==> src/ein_cfg_pkg.sv <==
`default_nettype none

package ein_cfg_pkg;

	// clock divisor, counted in clk cycles per phase.
	localparam int clk_div_w = 22;

	// fifo depths, which are also the host's starting credits.
	localparam int data_fifo_depth = 8;
	localparam int desc_fifo_depth = 4;

	localparam int byte_count_w = 8; // bytes per frame.

endpackage

`default_nettype wire

==> src/ein_frame_pkg.sv <==
`default_nettype none

package ein_frame_pkg;

	typedef logic [7:0] ein_byte_t;

	// one frame, byte_count is never zero.
	typedef struct packed {
		logic [ein_cfg_pkg::byte_count_w-1:0] byte_count;
		logic goc_mode; // five phases per bit.
		logic fragment; // emo stays high after the frame.
	} ein_desc_t;

	typedef struct packed {
		logic emo;
		logic edi;
		logic eci;
	} ein_lines_t;

	typedef enum logic [2:0] {
		idle,
		start,
		eci_neg1,
		eci_neg2,
		eci_pos1,
		eci_pos1_2,
		eci_pos2,
		frag_wait
	} ein_state_t;

endpackage

`default_nettype wire

==> src/credit_fifo.sv <==
`timescale 1ns/1ps
`default_nettype none

module credit_fifo #(
	parameter type payload_t = logic [7:0],
	parameter int depth = 8
) (
	input logic clk,
	input logic bit_ctr_reset,
	input logic push,
	input payload_t wdata,
	input logic pop,
	output payload_t rdata,
	output logic empty,
	output logic credit
);

	payload_t mem [depth];
	logic [$clog2(depth)-1:0] wr_ptr;
	logic [$clog2(depth)-1:0] rd_ptr;
	logic [$clog2(depth+1)-1:0] count;
	logic do_pop;

	assign empty = (count == '0);
	assign do_pop = pop && !empty;
	assign rdata = mem[rd_ptr]; // head is visible without a pop.

	always_ff @(posedge clk) begin
		if (push)
			mem[wr_ptr] <= wdata;
	end

	always_ff @(posedge clk) begin
		if (bit_ctr_reset) begin
			wr_ptr <= '0;
			rd_ptr <= '0;
			count <= '0;
			credit <= 1'b0;
		end else begin
			credit <= do_pop; // one credit back per entry consumed.
			if (push)
				wr_ptr <= (int'(wr_ptr) == depth - 1) ? '0 : wr_ptr + 1'b1;
			if (do_pop)
				rd_ptr <= (int'(rd_ptr) == depth - 1) ? '0 : rd_ptr + 1'b1;
			case ({push, do_pop})
				2'b10: count <= count + 1'b1;
				2'b01: count <= count - 1'b1;
				default: count <= count;
			endcase
		end
	end

	// the host only pushes on a held credit, so a push never
	// finds the buffer full.

endmodule

`default_nettype wire

==> src/ein_bit_shifter.sv <==
`timescale 1ns/1ps
`default_nettype none

module ein_bit_shifter (
	input logic clk,
	input logic bit_ctr_reset,
	input logic bit_step,
	input logic frame_start,
	input ein_frame_pkg::ein_byte_t fifo_data,
	input logic fifo_empty,
	output logic fifo_pop,
	output logic cur_bit,
	output logic byte_ready,
	output logic byte_done
);

	import ein_frame_pkg::*;

	logic [$clog2($bits(ein_byte_t))-1:0] bit_idx;
	logic last_bit;

	assign last_bit = &bit_idx;

	// the byte stays at the fifo head until its last bit is stepped.
	assign cur_bit = fifo_data[bit_idx]; // lsb first.
	assign byte_ready = !fifo_empty;

	assign byte_done = bit_step && last_bit;
	assign fifo_pop = byte_done;

	always_ff @(posedge clk) begin
		if (bit_ctr_reset) begin
			bit_idx <= '0;
		end else if (frame_start) begin
			bit_idx <= '0;
		end else if (bit_step) begin
			bit_idx <= bit_idx + 1'b1; // wraps to bit 0 of the next byte.
		end
	end

endmodule

`default_nettype wire

==> src/ein_phase_timer.sv <==
`timescale 1ns/1ps
`default_nettype none

module ein_phase_timer (
	input logic clk,
	input logic bit_ctr_reset,
	input logic phase_restart,
	input logic [ein_cfg_pkg::clk_div_w-1:0] clk_div,
	output logic phase_end,
	output logic bit_advance
);

	import ein_cfg_pkg::*;

	logic [clk_div_w-1:0] phase_cnt;

	// last cycle of a phase.
	assign phase_end = (phase_cnt == clk_div - clk_div_w'(1));

	// two cycles early, so the next byte is at the fifo head
	// before the following bit starts.
	assign bit_advance = (phase_cnt == clk_div - clk_div_w'(3));

	always_ff @(posedge clk) begin
		if (bit_ctr_reset)
			phase_cnt <= '0;
		else if (phase_restart || phase_end)
			phase_cnt <= '0;
		else
			phase_cnt <= phase_cnt + 1'b1;
	end

endmodule

`default_nettype wire

==> src/ein_tx_ctrl.sv <==
`timescale 1ns/1ps
`default_nettype none

module ein_tx_ctrl (
	input logic clk,
	input logic bit_ctr_reset,
	input ein_frame_pkg::ein_desc_t desc,
	input logic desc_empty,
	output logic desc_pop,
	input logic phase_end,
	input logic bit_advance,
	output logic phase_restart,
	output logic bit_step,
	output logic frame_start,
	input logic cur_bit,
	input logic byte_ready,
	input logic byte_done,
	output ein_frame_pkg::ein_lines_t lines
);

	import ein_frame_pkg::*;

	ein_state_t state;
	ein_state_t next_state;
	ein_desc_t cur_desc;
	ein_lines_t next_lines;
	logic frame_over;

	// byte_count runs down to zero during the last byte.
	assign frame_over = (cur_desc.byte_count == '0);

	always_ff @(posedge clk) begin
		if (bit_ctr_reset) begin
			state <= idle;
			cur_desc <= '0;
			lines <= '0;
		end else begin
			state <= next_state;
			lines <= next_lines; // lines trail the state by one cycle.
			if (desc_pop)
				cur_desc <= desc;
			else if (byte_done)
				cur_desc.byte_count <= cur_desc.byte_count - 1'b1;
		end
	end

	always_comb begin
		next_state = state;
		next_lines.emo = 1'b1;
		next_lines.edi = 1'b0;
		next_lines.eci = 1'b0;
		desc_pop = 1'b0;
		phase_restart = 1'b0;
		bit_step = 1'b0;
		frame_start = 1'b0;
		case (state)
			idle, frag_wait: begin
				next_lines.emo = (state == frag_wait);
				phase_restart = 1'b1; // start gets a full phase.
				if (!desc_empty) begin
					desc_pop = 1'b1;
					next_state = start;
				end
			end
			start: begin
				frame_start = 1'b1;
				if (phase_end)
					next_state = eci_neg1;
			end
			eci_neg1: begin
				next_lines.edi = cur_desc.goc_mode ? 1'b1 : lines.edi;
				if (!byte_ready)
					phase_restart = 1'b1; // wait here for data.
				else if (phase_end)
					next_state = eci_neg2;
			end
			eci_neg2: begin
				next_lines.edi = cur_bit;
				if (phase_end)
					next_state = eci_pos1;
			end
			eci_pos1: begin
				next_lines.eci = 1'b1;
				next_lines.edi = cur_bit;
				if (phase_end)
					next_state = cur_desc.goc_mode ? eci_pos1_2 : eci_pos2;
			end
			eci_pos1_2: begin
				// eci stays high, one rising edge per goc bit.
				next_lines.eci = 1'b1;
				next_lines.edi = cur_bit;
				if (phase_end)
					next_state = eci_pos2;
			end
			eci_pos2: begin
				next_lines.eci = 1'b1;
				next_lines.edi = lines.edi; // held while the bit index moves.
				if (bit_advance)
					bit_step = 1'b1;
				else if (phase_end) begin
					if (!frame_over)
						next_state = eci_neg1;
					else if (cur_desc.fragment)
						next_state = frag_wait;
					else
						next_state = idle;
				end
			end
			default: next_state = idle;
		endcase
	end

endmodule

`default_nettype wire

==> src/ein_tx_top.sv <==
`timescale 1ns/1ps
`default_nettype none

module ein_tx_top (
	input logic clk,
	input logic bit_ctr_reset,
	input logic [ein_cfg_pkg::clk_div_w-1:0] clk_div,
	input logic data_push,
	input ein_frame_pkg::ein_byte_t data_in,
	output logic data_credit,
	input logic desc_push,
	input ein_frame_pkg::ein_desc_t desc_in,
	output logic desc_credit,
	output ein_frame_pkg::ein_lines_t lines
);

	import ein_cfg_pkg::*;
	import ein_frame_pkg::*;

	ein_byte_t data_rdata;
	logic data_empty;
	logic data_pop;
	ein_desc_t desc_rdata;
	logic desc_empty;
	logic desc_pop;
	logic phase_restart;
	logic phase_end;
	logic bit_advance;
	logic bit_step;
	logic frame_start;
	logic cur_bit;
	logic byte_ready;
	logic byte_done;

	credit_fifo #(
		.payload_t(ein_byte_t),
		.depth(data_fifo_depth)
	) u_data_fifo (
		.clk(clk),
		.bit_ctr_reset(bit_ctr_reset),
		.push(data_push),
		.wdata(data_in),
		.pop(data_pop),
		.rdata(data_rdata),
		.empty(data_empty),
		.credit(data_credit)
	);

	credit_fifo #(
		.payload_t(ein_desc_t),
		.depth(desc_fifo_depth)
	) u_desc_fifo (
		.clk(clk),
		.bit_ctr_reset(bit_ctr_reset),
		.push(desc_push),
		.wdata(desc_in),
		.pop(desc_pop),
		.rdata(desc_rdata),
		.empty(desc_empty),
		.credit(desc_credit)
	);

	ein_phase_timer u_timer (
		.clk(clk),
		.bit_ctr_reset(bit_ctr_reset),
		.phase_restart(phase_restart),
		.clk_div(clk_div),
		.phase_end(phase_end),
		.bit_advance(bit_advance)
	);

	ein_bit_shifter u_shifter (
		.clk(clk),
		.bit_ctr_reset(bit_ctr_reset),
		.bit_step(bit_step),
		.frame_start(frame_start),
		.fifo_data(data_rdata),
		.fifo_empty(data_empty),
		.fifo_pop(data_pop),
		.cur_bit(cur_bit),
		.byte_ready(byte_ready),
		.byte_done(byte_done)
	);

	ein_tx_ctrl u_ctrl (
		.clk(clk),
		.bit_ctr_reset(bit_ctr_reset),
		.desc(desc_rdata),
		.desc_empty(desc_empty),
		.desc_pop(desc_pop),
		.phase_end(phase_end),
		.bit_advance(bit_advance),
		.phase_restart(phase_restart),
		.bit_step(bit_step),
		.frame_start(frame_start),
		.cur_bit(cur_bit),
		.byte_ready(byte_ready),
		.byte_done(byte_done),
		.lines(lines)
	);

endmodule

`default_nettype wire

==> config.mk <==
export PLATFORM = sky130hd
export DESIGN_NAME = ein_tx_top
export DESIGN_NICKNAME = d
export VERILOG_FILES = /design/src/ein_cfg_pkg.sv /design/src/ein_frame_pkg.sv /design/src/credit_fifo.sv /design/src/ein_bit_shifter.sv /design/src/ein_phase_timer.sv /design/src/ein_tx_ctrl.sv /design/src/ein_tx_top.sv
export SDC_FILE = /design/constraint.sdc
export NUM_CORES = 1
export LEC_CHECK = 0
export BUFFER_PORTS_ARGS = -buffer_cell sky130_fd_sc_hd__clkbuf_2
export CORE_UTILIZATION = 58
export DETAILED_ROUTE_END_ITERATION = 6
export HOLD_SLACK_MARGIN = 0.03
export PLACE_DENSITY_LB_ADDON = 0.25
export SLEW_MARGIN = 15
export SYNTH_ARGS = -nofsm -noshare
export SYNTH_HDL_FRONTEND = slang
export SYNTH_SLANG_ARGS = --single-unit
==> constraint.sdc <==
create_clock -name clk -period 5.2 [get_ports clk]
set_clock_uncertainty 0.15 [all_clocks]
set_input_delay 1.04 -clock clk [delete_from_list [all_inputs] [get_ports clk]]
set_output_delay 1.04 -clock clk [all_outputs]
set_load 0.005 [all_outputs]
* Word-level counts from Yosys, hierarchy flattened
Memory sizes are Yosys's and may differ from the RTL's. A register that Yosys moved wholly into a read port is not among the register bits.
Index checks and enable logic that the tools add are counted.
** Operators by class
- Add/subtract/negate cells :: 13
- Magnitude comparators :: 1
- Eq/ne operators :: 27
- Mux-type cells :: 42
- Bitwise logic cells :: 1
- Reductions and logical operators :: 21
** Operator list (number)
- 3-bit 2-to-1 mux :: 15
- 22-bit equality test :: 2
- 22-bit by 1-bit adder with 22-bit output (second input constant) :: 1
- 22-bit by 1-bit subtractor with 22-bit output (second input constant) :: 1
- 22-bit by 2-bit subtractor with 22-bit output (second input constant) :: 1
- 3-bit case mux with 7 select lines :: 1
- 2-bit != test (second input constant) :: 9
- 8-bit 2-to-1 mux :: 2
- 1-bit 2-to-1 mux :: 14
- 3-bit by 1-bit adder with 3-bit output (second input constant) :: 4
- 3-bit equality test (second input constant) :: 4
- 2-bit 2-to-1 mux :: 5
- 3-bit by 1-bit equality test with 1-bit output (second input constant) :: 3
- 9-bit AND reduction :: 1
- 2-bit by 1-bit equality test with 1-bit output (second input constant) :: 4
- 8-bit logical NOT :: 1
- 4-bit case mux with 2 select lines :: 1
- 8-bit by 1-bit subtractor with 8-bit output (second input constant) :: 1
- 3-bit by 2-bit equality test with 1-bit output (second input constant) :: 2
- 3-bit logical NOT :: 2
- 3-bit case mux with 2 select lines :: 1
- 2-bit nonzero test :: 3
- 2-bit OR reduction :: 3
- 3-bit OR reduction :: 2
- other kinds (17) :: 22
** Storage, ports and cells
- Flip-flop bits (word level) :: 60
- Bits in writable memories :: 104
- Input bits :: 44
- Memories kept :: 2
** Memories
- u_data_fifo.mem :: depth 8, width 8, rd ports 1, clocked after Yosys merged registers in 1, wr ports 1, RTL line credit_fifo.sv:18 : payload_t mem [depth];
- u_desc_fifo.mem :: depth 4, width 10, rd ports 1, clocked after Yosys merged registers in 1, wr ports 1, RTL line credit_fifo.sv:18

* Depth between registers and ports, before layout
Gate-level depths: netlist of run 1.
- Depth after elaboration :: 8
- Depth in mapped cells :: 16
- Gate-level depth less buffers :: 16

* By module
Synthesis of run 1 repeated with hierarchy kept, for this count alone.
** Second synthesis, totals
- Cells, all modules :: 690
- Area total of the unflattened synthesis :: 8476.9 sq um
** By module, submodules not included
- credit_fifo at u_data_fifo :: times used 1, cells each 169, area an instance 3151.8 sq um
- ein_phase_timer :: times used 1, cells each 287, area an instance 2202.1 sq um
- credit_fifo at u_desc_fifo :: times used 1, cells each 103, area an instance 1931.9 sq um
- ein_tx_ctrl :: times used 1, cells each 114, area an instance 980.9 sq um
- ein_bit_shifter :: times used 1, cells each 17, area an instance 210.2 sq um

* Worst setup path before layout of run 1
No wires, ideal clock.
- Path kind :: input to register
- Start point :: input clk_div[11] in the netlist's numbering
- End point :: register u_data_fifo.count[2]
- Setup time :: 0.070 ns
- Data arrival time :: 4.269 ns
- Setup slack :: 0.711 ns
- Stages on the path :: 15
- Path buffers :: 1
- Path through :: buf_2 > or4_4 > or4_1 > nor2_1 > xor2_1 > a2111oi_4 > nand3_1 > nor2_1 > ha_1 > xor2_1 > ha_1 > a21oi_1 > xor2_1 > or3_1 > a21oi_1
** On the way
- Longest elaborated chain between the ends :: 8
** RTL lines
- start, declared :: RTL line ein_tx_top.sv:7 : input logic [ein_cfg_pkg::clk_div_w-1:0] clk_div,
- 22-bit by 2-bit subtractor with 22-bit output * :: RTL line ein_phase_timer.sv:22 : assign bit_advance = (phase_cnt == clk_div - clk_div_w'(3));
- 22-bit equality test * :: RTL line ein_phase_timer.sv:22
- 1-bit 2-to-1 mux * :: RTL line ein_tx_ctrl.sv:98 : if (bit_advance)
- 1-bit 2-to-1 mux * :: RTL line ein_tx_ctrl.sv:56 : case (state)
- 1-bit logical AND * :: RTL line ein_bit_shifter.sv:28 : assign byte_done = bit_step && last_bit;
- 1-bit logical AND * :: RTL line credit_fifo.sv:25 : assign do_pop = pop && !empty;
- named net u_data_fifo.do_pop :: RTL line credit_fifo.sv:22 : logic do_pop;
- 2-bit by 1-bit equality test with 1-bit output or 2-bit equality test (tied branches) :: RTL line credit_fifo.sv:45 : case ({push, do_pop})
- 4-bit case mux with 2 select lines or 2-bit nonzero test (tied branches)
- end signal, assigned :: RTL line credit_fifo.sv:46 : 2'b10: count <= count + 1'b1;
- end signal, assigned :: RTL line credit_fifo.sv:47 : 2'b01: count <= count - 1'b1;
- end signal, assigned :: RTL line credit_fifo.sv:48 : default: count <= count;
- end, declared :: RTL line credit_fifo.sv:21 : logic [$clog2(depth+1)-1:0] count;
Mark *: on every way through the listed nets, which the timed path passes. The rest lies on a longest branch.
A chain may end at the register's enable or synchronous reset.

* Worst setup path after layout of run 1
- Start point :: input clk_div[3] in the netlist's numbering
- End point :: register u_data_fifo.count[2]
The elaborated chain is that of the path after synthesis.

==> results of run 1 <==
[metal layers]
metal  track usage  wire [um]
met5             0          0
met1         0.326       7470
met2         0.450       9080
met4        0.0980        394
met3        0.0573        874
[sequential cells by signal, summed over array words and instances (netlist names), named ones only]
name                flops
u_ctrl.cur_desc        10
u_timer.phase_cnt      22
u_shifter.bit_idx       3
u_desc_fifo.wr_ptr      2
u_desc_fifo.credit      1
u_data_fifo.count       4
u_desc_fifo.count       3
u_data_fifo.mem        64
u_desc_fifo.rd_ptr      2
u_data_fifo.rd_ptr      3
u_data_fifo.credit      1
u_data_fifo.wr_ptr      3
u_desc_fifo.mem        40
u_ctrl.state            3
u_ctrl.lines            3
[cell families after synthesis]
family / Yosys count
simple gates: 251
flops: 169
compound gates: 98
xor+xnor: 68
buf+inv: 50
mux: 40
fa+ha+maj: 20
[power breakdown]
part / internal [mW] / switching, mW / leakage (nW)
Combinational: 0.273 / 0.360 / 1.42
Sequential: 1.53 / 0.110 / 1.48
Clock: 0.624 / 0.522 / 0.262
[final cells by class]
type	count	area, sq um	share of cell area
Sequential cell	169	4420	0.482
Timing Repair Buffer	55	293	0.0319
Clock buffer	18	439	0.0479
Inverter	20	75.1	0.00818
Multi-Input combinational cell	477	3620	0.395
Clock inverter	14	98.8	0.0108
Tap cell	180	225	0.0245
[how the worst max path moves through the flow]
stage                startpoint                                 to  slack [ps]  depth (start not counted)
global placement     clk_div[3]  u_data_fifo.count[2]$_SDFFE_PP0P_         480                         15
detailed placement   clk_div[3]  u_data_fifo.count[2]$_SDFFE_PP0P_         370                         15
finish               clk_div[3]  u_data_fifo.count[2]$_SDFFE_PP0P_         720                         15
floorplan           clk_div[11]  u_data_fifo.count[2]$_SDFFE_PP0P_         710                         15
CTS                  clk_div[3]  u_data_fifo.count[2]$_SDFFE_PP0P_         810                         15
global route         clk_div[3]  u_data_fifo.count[2]$_SDFFE_PP0P_         460                         15
[cells in the final DEF, fill, tap and decap left out, drive strengths merged, types with 23 or more instances in the layout]
cell type	count
edfxtp	104
nor2	78
clkbuf	66
dfxtp	65
nand2	46
xor2	37
xnor2	31
mux4	29
a21oi	28
inv	23
[worst max-delay path, delay by kind of cell]
kind | cells | cell delay (ps)
fa+ha+maj | 2 | 470
compound gates | 4 | 990
buf+inv | 1 | 150
simple gates | 6 | 1670
xor+xnor | 2 | 360
==> impl_metrics.env, run 1 <==
export IMPL_start_util=0.594
export IMPL_first_pass_iters=5
export IMPL_grt_max_degree=36
export IMPL_synthFlopType="edfxtp_1"
export IMPL_htree_levels=4
export IMPL_clock_sinks=169
export IMPL_track_usage=0.263
export IMPL_num_fill_cells=1047
export IMPL_period_needed_ps=4480
export IMPL_required_ps=5400
export IMPL_place_gp_congestion=0.912
export IMPL_fmax_ghz=0.223
export IMPL_cp_end_kind="flip-flop"
export IMPL_synthesis_instances=696
export IMPL_r2r_end="u_data_fifo.count[2]$_SDFFE_PP0P_"
export IMPL_synth_area_sq_um=8240
export IMPL_critPathLaunchType="primary input"
export IMPL_slew_viol_final=0
export IMPL_wl_per_cell_um=19.1
export IMPL_cp_data_arrival_time_ps=4680
export IMPL_dp_cells=901
export IMPL_setup_tns_final_ps=0
export IMPL_overflow=0
export IMPL_synth_fp_nets=760
export IMPL_grt_pass1_wl_um=28900
export IMPL_synth_edf_count=104
export IMPL_dp_hpwl_um=12800
export IMPL_synth_simple_gate_area_frac=0.159
export IMPL_worstHoldPathCells=2
export IMPL_synth_top_area_frac=0.379
export IMPL_yosysUniqueCellTypes=71
export IMPL_design_area_sq_um=9180
export IMPL_critPathMaxFanout=7
export IMPL_fin_ws_ps=716
export IMPL_drive_gt1_frac=0.181
export IMPL_post_synth_top_count_cell="edfxtp_1"
export IMPL_totalWireLength_um=17800
export IMPL_grt_setup_unrepaired="false"
export IMPL_ys_seq_area_frac=0.537
export IMPL_cts_buffers=17
export IMPL_final_util=0.661
export IMPL_cap_violations=0
export IMPL_grt_antenna_before_repair=0
export IMPL_slowest_stage="a2111oi_2"
export IMPL_hold_path_end="u_ctrl.cur_desc[0]$_SDFFE_PP0P_"
export IMPL_synth_compound_area_share=0.0829
export IMPL_cts_setup_buffers=0
export IMPL_r2r_start="u_timer.phase_cnt[13]$_SDFF_PP0_"
export IMPL_yosys_warnings=0
export IMPL_clockBufferDepth=2
export IMPL_reg2reg_slack_ps=1390
export IMPL_worst_pin_slew_ps=942
export IMPL_synthAdderAreaFrac=0.0313
export IMPL_synth_top_family_by_area="simple AND/OR/NAND/NOR gates"
export IMPL_post_layout_nonfiller_instances=933
export IMPL_num_rows=43
export IMPL_grt_pass1_vias=5686
export IMPL_critical_path_class="primary input to flip-flop"
export IMPL_die_h_um=121
export IMPL_synth_xor_area_frac=0.0723
export IMPL_r2r_cells=14
export IMPL_ir_drop_uv=424
export IMPL_first_iter_violations=424
export IMPL_critPathMaxStageDelay_ps=690
export IMPL_ys_ff_latch=169
export IMPL_path_cells="clkbuf_2 > a2111oi_2 > nand3_1 > nor3_2 > o22ai_1 > nor4_1 > nand3_1 > nor2_1 > ha_1 > xor2_1 > ha_1 > a21oi_1 > xor2_1 > or3_1 > a21oi_1"
export IMPL_drc_errors=0
export IMPL_synth_top_cell_by_area="edfxtp_1"
export IMPL_hold_viol=0
export IMPL_p_leak_nw=3.16
export IMPL_min_path_type="flip-flop to flip-flop"
export IMPL_pre_cts_slack_ps=367
export IMPL_outcome="finished clean"
export IMPL_post_drt_via_cell_ratio=6.03
export IMPL_worst_skew_pair_late_latency_ps=430
export IMPL_synthMuxAreaShare=0.0928
export IMPL_antennaDiodeCount=0
export IMPL_die_width_um=121
export IMPL_ctsResizeCount=0
export IMPL_syn_to_final_growth_pct=11.3
export IMPL_place_area_sq_um=8640
export IMPL_final_antenna_net_count=0
export IMPL_core_sq_um=13900
export IMPL_setup_viol=0
export IMPL_cts_root_buf="clkbuf_16"
export IMPL_syn_area_per_cell_sq_um=11.8
export IMPL_vias=5627
export IMPL_nets=804
export IMPL_hold_start="u_ctrl.cur_desc[0]$_SDFFE_PP0P_"
export IMPL_timing_final_crit_share=0.862
export IMPL_async_flop_share=0
export IMPL_hold_ws_ps=331
export IMPL_ioPinCount=49
export IMPL_power_density_nw_per_um2=372
export IMPL_hold_buffers=0
export IMPL_synth_commonest_cells="edfxtp_1, nor2_1, dfxtp_1"
export IMPL_cts_tree="built"
export IMPL_max_slew_margin_rel=0.371
export IMPL_clkSlewWorstSetupHoldPaths_ps=60
export IMPL_finalPower_mw=3.42
export IMPL_ys_top_cells_by_area="edfxtp_1, dfxtp_1, mux4_2, xor2_1, nor2_1"
export IMPL_die_area_sq_um=14700
export IMPL_numPortBuffers=48
Note: power is estimated with default switching activity, not from simulation.
==> inputs of run 2 (changes only) <==
Settings changed: PLACE_DENSITY set to 0.77, PLACE_DENSITY_LB_ADDON 0.25 to not set.
==> run 2 against run 1 <==
Net effect: sequential cell count unchanged; maximum frequency rose by 4.0%; critical path depth is the same; die area is the same; wire length down 1.4%; combinational power about the same; hold slack lost 1.9 ps; non-clock buffer count rose by 1; first-iteration DRC count grew 1.7%; cell count is 0.11% higher; sequential share of layout area down 0.41 points; clock-buffer cell count is the same.
==> impl_metrics.env, run 2 (synthesis gave the netlist of run 1 again) <==
export IMPL_outcome="finished clean"
export IMPL_dp_hpwl_um=12600
export IMPL_cts_root_buf="clkbuf_16"
export IMPL_cap_violations=0
export IMPL_reg_largest_list="u_data_fifo.mem x64, u_desc_fifo.mem x40, u_timer.phase_cnt x22"
export IMPL_num_fill_cells=1003
export IMPL_worst_pin_slew_ps=1120
export IMPL_clock_sinks=169
export IMPL_grt_max_degree=36
export IMPL_largest_reg_flops=64
export IMPL_ctsResizeCount=0
export IMPL_period_needed_ps=4310
export IMPL_required_ps=5410
export IMPL_first_iter_violations=431
export IMPL_final_antenna_net_count=0
export IMPL_track_usage=0.260
export IMPL_critPathLaunchType="primary input"
export IMPL_ioPinCount=49
export IMPL_clkSlewWorstSetupHoldPaths_ps=70
export IMPL_grt_setup_unrepaired="false"
export IMPL_fmax_ghz=0.232
export IMPL_mostFrequentLayoutCell="edfxtp_1"
export IMPL_nets=805
export IMPL_grt_pass1_wl_um=28400
export IMPL_wl_per_cell_um=18.8
export IMPL_path_cells="clkbuf_2 > nor3_1 > nand3_1 > nor3_2 > o22ai_1 > nor4_1 > nand3_1 > nor2_1 > ha_1 > xor2_1 > ha_1 > a21oi_1 > xor2_1 > or3_1 > a21oi_1"
export IMPL_critPathMaxFanout=7
export IMPL_slowest_stage="nor3_1"
export IMPL_setup_viol=0
export IMPL_cts_tree="built"
export IMPL_die_area_sq_um=14700
export IMPL_cts_setup_buffers=0
export IMPL_grt_pass1_vias=5646
export IMPL_setup_tns_final_ps=0
export IMPL_die_h_um=121
export IMPL_critical_path_class="primary input to flip-flop"
export IMPL_ir_drop_uv=277
export IMPL_clockBufferDepth=2
export IMPL_max_slew_margin_rel=0.255
export IMPL_slew_viol_final=0
export IMPL_timing_final_crit_share=0.829
export IMPL_start_util=0.594
export IMPL_die_width_um=121
export IMPL_hold_viol=0
export IMPL_vias=5672
export IMPL_regMostFlops="u_data_fifo.mem"
export IMPL_worst_skew_pair_late_latency_ps=440
export IMPL_syn_to_final_growth_pct=12.3
export IMPL_cts_buffers=17
export IMPL_post_drt_via_cell_ratio=6.07
export IMPL_min_path_type="flip-flop to flip-flop"
export IMPL_core_sq_um=13900
export IMPL_htree_levels=4
export IMPL_final_cell_mix="edfxtp_1, nor2_1, dfxtp_1, clkbuf_2, nand2_1"
export IMPL_hold_buffers=0
export IMPL_num_rows=43
export IMPL_first_pass_iters=5
export IMPL_drive_gt1_frac=0.182
export IMPL_hold_ws_ps=329
export IMPL_numPortBuffers=48
export IMPL_cp_data_arrival_time_ps=4520
export IMPL_drc_errors=0
export IMPL_grt_antenna_before_repair=0
export IMPL_cp_end_kind="flip-flop"
export IMPL_critPathMaxStageDelay_ps=560
export IMPL_power_density_nw_per_um2=386
export IMPL_p_leak_nw=3.21
export IMPL_antennaDiodeCount=0
export IMPL_overflow=0
export IMPL_place_gp_congestion=0.919
export IMPL_totalWireLength_um=17600
-- run 2: critical path: cells and delay by family --
family / cells / cell delay (ps)
AO/OA/AOI/OAI: 3 / 320
AND/OR/NAND/NOR: 7 / 2220
XOR/XNOR: 2 / 330
adder cells (fa/ha/maj): 2 / 440
buffers and inverters: 1 / 140
-- run 2: layer usage --
| layer | GRT usage | up-vias | part of all wire |
|---|---|---|---|
| li1 | - | 2691 | - |
| met1 | 0.324 | 2783 | 0.42 |
| met2 | 0.444 | 170 | 0.51 |
| met4 | 0.0941 | 0 | 0.018 |
| met3 | 0.0578 | 28 | 0.055 |
| met5 | 0 | - | 0 |
-- run 2: layout make-up --
cell class	instances	area [sq um]	share of cell area
Clock inverter	14	180	0.0195
Multi-Input combinational cell	477	3620	0.391
Inverter	20	75.1	0.00811
Clock buffer	18	429	0.0464
Timing Repair Buffer	56	300	0.0324
Sequential cell	169	4420	0.478
Tap cell	180	225	0.0243
-- run 2: worst paths after layout --
kind / from / end / slack [ps] / cells past startpoint
worst min-delay path: u_data_fifo.rd_ptr[1]$_SDFFE_PP0N_ / u_data_fifo.rd_ptr[1]$_SDFFE_PP0N_ / 330 / 2
worst min register to register: u_data_fifo.rd_ptr[1]$_SDFFE_PP0N_ / u_data_fifo.rd_ptr[1]$_SDFFE_PP0N_ / 330 / 2
worst max register to register: u_timer.phase_cnt[13]$_SDFF_PP0_ / u_data_fifo.count[2]$_SDFFE_PP0P_ / 1480 / 14
worst max-delay path: clk_div[7] / u_data_fifo.count[2]$_SDFFE_PP0P_ / 890 / 15
-- run 2: through the flow --
stage | setup slack, ps | instances | util | power (mW) | cell area [sq um]
2_1_floorplan | 711 | 696 | - | 2.10 | 8240
3_3_place_gp | 612 | 902 | 0.623 | 2.25 | 8640
3_5_place_dp | 474 | 902 | 0.623 | 2.28 | 8640
4_1_cts | 926 | 934 | 0.667 | 3.58 | 9250
5_1_grt | 481 | 934 | 0.667 | 3.72 | 9250
6_report | 890 | 934 | 0.667 | 3.57 | 9250
-- run 2: power by group --
part           internal [mW]  switching, mW  leakage (nW)
Sequential              1.53          0.111          1.48
Combinational          0.266          0.365          1.43
Clock                  0.731          0.570         0.301
Total                   2.52           1.05          3.21
==> inputs of run 3 (changes only) <==
Clock period 5.2 ns to 4.2 ns, I/O delays scaled along.
==> run 3 against run 2 <==
Net effect: worst setup slack got worse by 630 ps; register-to-register slack worse by 1000 ps; cell count grew 4.8%; highest routed layer unchanged; hold slack improved by 9.8 ps.
==> impl_metrics.env, run 3 (synthesis gave the netlist of run 1 again) <==
export IMPL_maxUsedRoutingLayer="met4"
export IMPL_regMostFlops="u_data_fifo.mem"
export IMPL_worst_skew_pair_late_latency_ps=430
export IMPL_final_util=0.696
export IMPL_critPathMaxFanout=5
export IMPL_cp_end_kind="flip-flop"
export IMPL_die_h_um=121
export IMPL_dp_hpwl_um=13200
export IMPL_met3WireLength_um=849
export IMPL_period_needed_ps=3940
export IMPL_pre_cts_slack_ps=-247
export IMPL_clock_sinks=169
export IMPL_p_leak_nw=3.43
export IMPL_cts_buffers=17
export IMPL_num_rows=43
export IMPL_critPathLaunchType="primary input"
export IMPL_clockBufferDepth=2
export IMPL_worst_pin_slew_ps=1110
export IMPL_outcome="finished clean"
export IMPL_final_antenna_net_count=0
export IMPL_grt_setup_unrepaired="false"
export IMPL_cts_setup_buffers=0
export IMPL_reg_largest_list="u_data_fifo.mem x64, u_desc_fifo.mem x40, u_timer.phase_cnt x22"
export IMPL_grt_max_degree=36
export IMPL_setup_viol=0
export IMPL_dp_cells=947
export IMPL_cts_tree="built"
export IMPL_start_util=0.594
export IMPL_slowest_stage="or3_4"
export IMPL_cp_data_arrival_time_ps=4140
export IMPL_syn_to_final_growth_pct=17.2
export IMPL_path_cells="clkbuf_2 > ha_1 > nor3_2 > xor2_1 > a2111o_1 > or3_4 > a2111oi_4 > nand3_2 > nor2_2 > ha_2 > xor2_1 > ha_2 > a21oi_1 > xor2_1 > or3_1 > a21oi_1"
export IMPL_design_area_sq_um=9660
export IMPL_finalPower_mw=4.49
export IMPL_htree_levels=4
export IMPL_ir_drop_uv=518
export IMPL_timing_final_crit_share=0.938
export IMPL_vias=5833
export IMPL_grt_antenna_before_repair=0
export IMPL_post_drt_via_cell_ratio=5.96
export IMPL_drive_gt1_frac=0.240
export IMPL_first_iter_violations=440
export IMPL_fin_ws_ps=262
export IMPL_post_layout_nonfiller_instances=979
export IMPL_ff_latch_area_sq_um=4420
export IMPL_routed_wl_met2_um=9460
export IMPL_nets=850
export IMPL_die_area_sq_um=14700
export IMPL_power_density_nw_per_um2=464
export IMPL_final_cell_mix="edfxtp_1, nor2_1, dfxtp_1, buf_4, clkbuf_2"
export IMPL_ioPinCount=49
export IMPL_fmax_ghz=0.254
export IMPL_grt_pass1_vias=5843
export IMPL_core_sq_um=13900
export IMPL_totalWireLength_um=18600
export IMPL_cp_common_cell="xor2_1"
export IMPL_hold_buffers=0
export IMPL_required_ps=4400
export IMPL_critical_path_class="primary input to flip-flop"
export IMPL_hold_viol=0
export IMPL_min_path_type="flip-flop to flip-flop"
export IMPL_num_fill_cells=997
export IMPL_first_pass_iters=7
export IMPL_mostFrequentLayoutCell="edfxtp_1"
export IMPL_place_area_sq_um=9020
export IMPL_multi_input_area_sq_um=3670
export IMPL_die_width_um=121
export IMPL_clkSlewWorstSetupHoldPaths_ps=70
export IMPL_largest_reg_flops=64
export IMPL_max_slew_margin_rel=0.258
export IMPL_antennaDiodeCount=0
export IMPL_slew_viol_final=0
export IMPL_wl_per_cell_um=19.0
export IMPL_track_usage=0.267
export IMPL_wl_met1_um=7720
export IMPL_cts_root_buf="clkbuf_16"
export IMPL_critPathMaxStageDelay_ps=390
export IMPL_place_gp_congestion=0.960
export IMPL_ctsResizeCount=0
export IMPL_overflow=0
export IMPL_cap_violations=0
export IMPL_grt_pass1_wl_um=29100
export IMPL_numPortBuffers=48
export IMPL_drc_errors=0
==> run 3: changes by cell type in the layout (fill, tap and decap cells not counted), moves of 2 or more <==
cell,before,now
clkinvlp_4,0,2
inv_8,3,1
ha_2,0,2
ha_1,19,17
nor3_1,20,18
clkinv_4,0,2
nor3_2,1,3
buf_4,8,52
clkinv_8,2,0
==> run 3: final timing paths <==
path	startpoint	to	slack, ps	cells past startpoint
setup reg to reg	u_timer.phase_cnt[10]$_SDFF_PP0_	u_data_fifo.count[2]$_SDFFE_PP0P_	460	14
hold reg to reg	u_ctrl.cur_desc[1]$_SDFFE_PP0P_	u_ctrl.cur_desc[1]$_SDFFE_PP0P_	340	2
setup / recovery	clk_div[0]	u_data_fifo.count[2]$_SDFFE_PP0P_	260	16
hold / removal	u_ctrl.cur_desc[1]$_SDFFE_PP0P_	u_ctrl.cur_desc[1]$_SDFFE_PP0P_	340	2
==> run 3: per-stage QoR <==
| stage | setup TNS (ps) | hold slack (ps) |
|---|---|---|
| detailed placement | -463 | 323 |
| floorplan | -42.5 | 290 |
| global placement | -231 | 311 |
| CTS | 0 | 332 |
| global route | 0 | 368 |
| finish | 0 | 338 |
==> run 3: critical path: cells and delay by family <==
kind,cells,cell delay [ps]
simple gates,5,1250
compound gates,4,870
fa+ha+maj,3,630
xor+xnor,3,420
buf+inv,1,130
==> run 3: power breakdown <==
part / switching [mW] / internal, mW
logic: 0.469 / 0.358
registers: 0.143 / 1.89
clock network: 0.662 / 0.964
==> run 3: layout make-up <==
type                    count  share of cell area
flip-flops and latches    169               0.458
clock inverters            14              0.0189
multi-input cells         477               0.379
clock buffers              18              0.0454
inverters                  20             0.00777
well taps                 180              0.0233
repair buffers            101              0.0673
==> run 3: routing by layer <==
metal / vias up / track usage
li1: 2778 / -
met1: 2856 / 0.324
met2: 154 / 0.459
met3: 45 / 0.0545
met4: 0 / 0.122
met5: - / 0
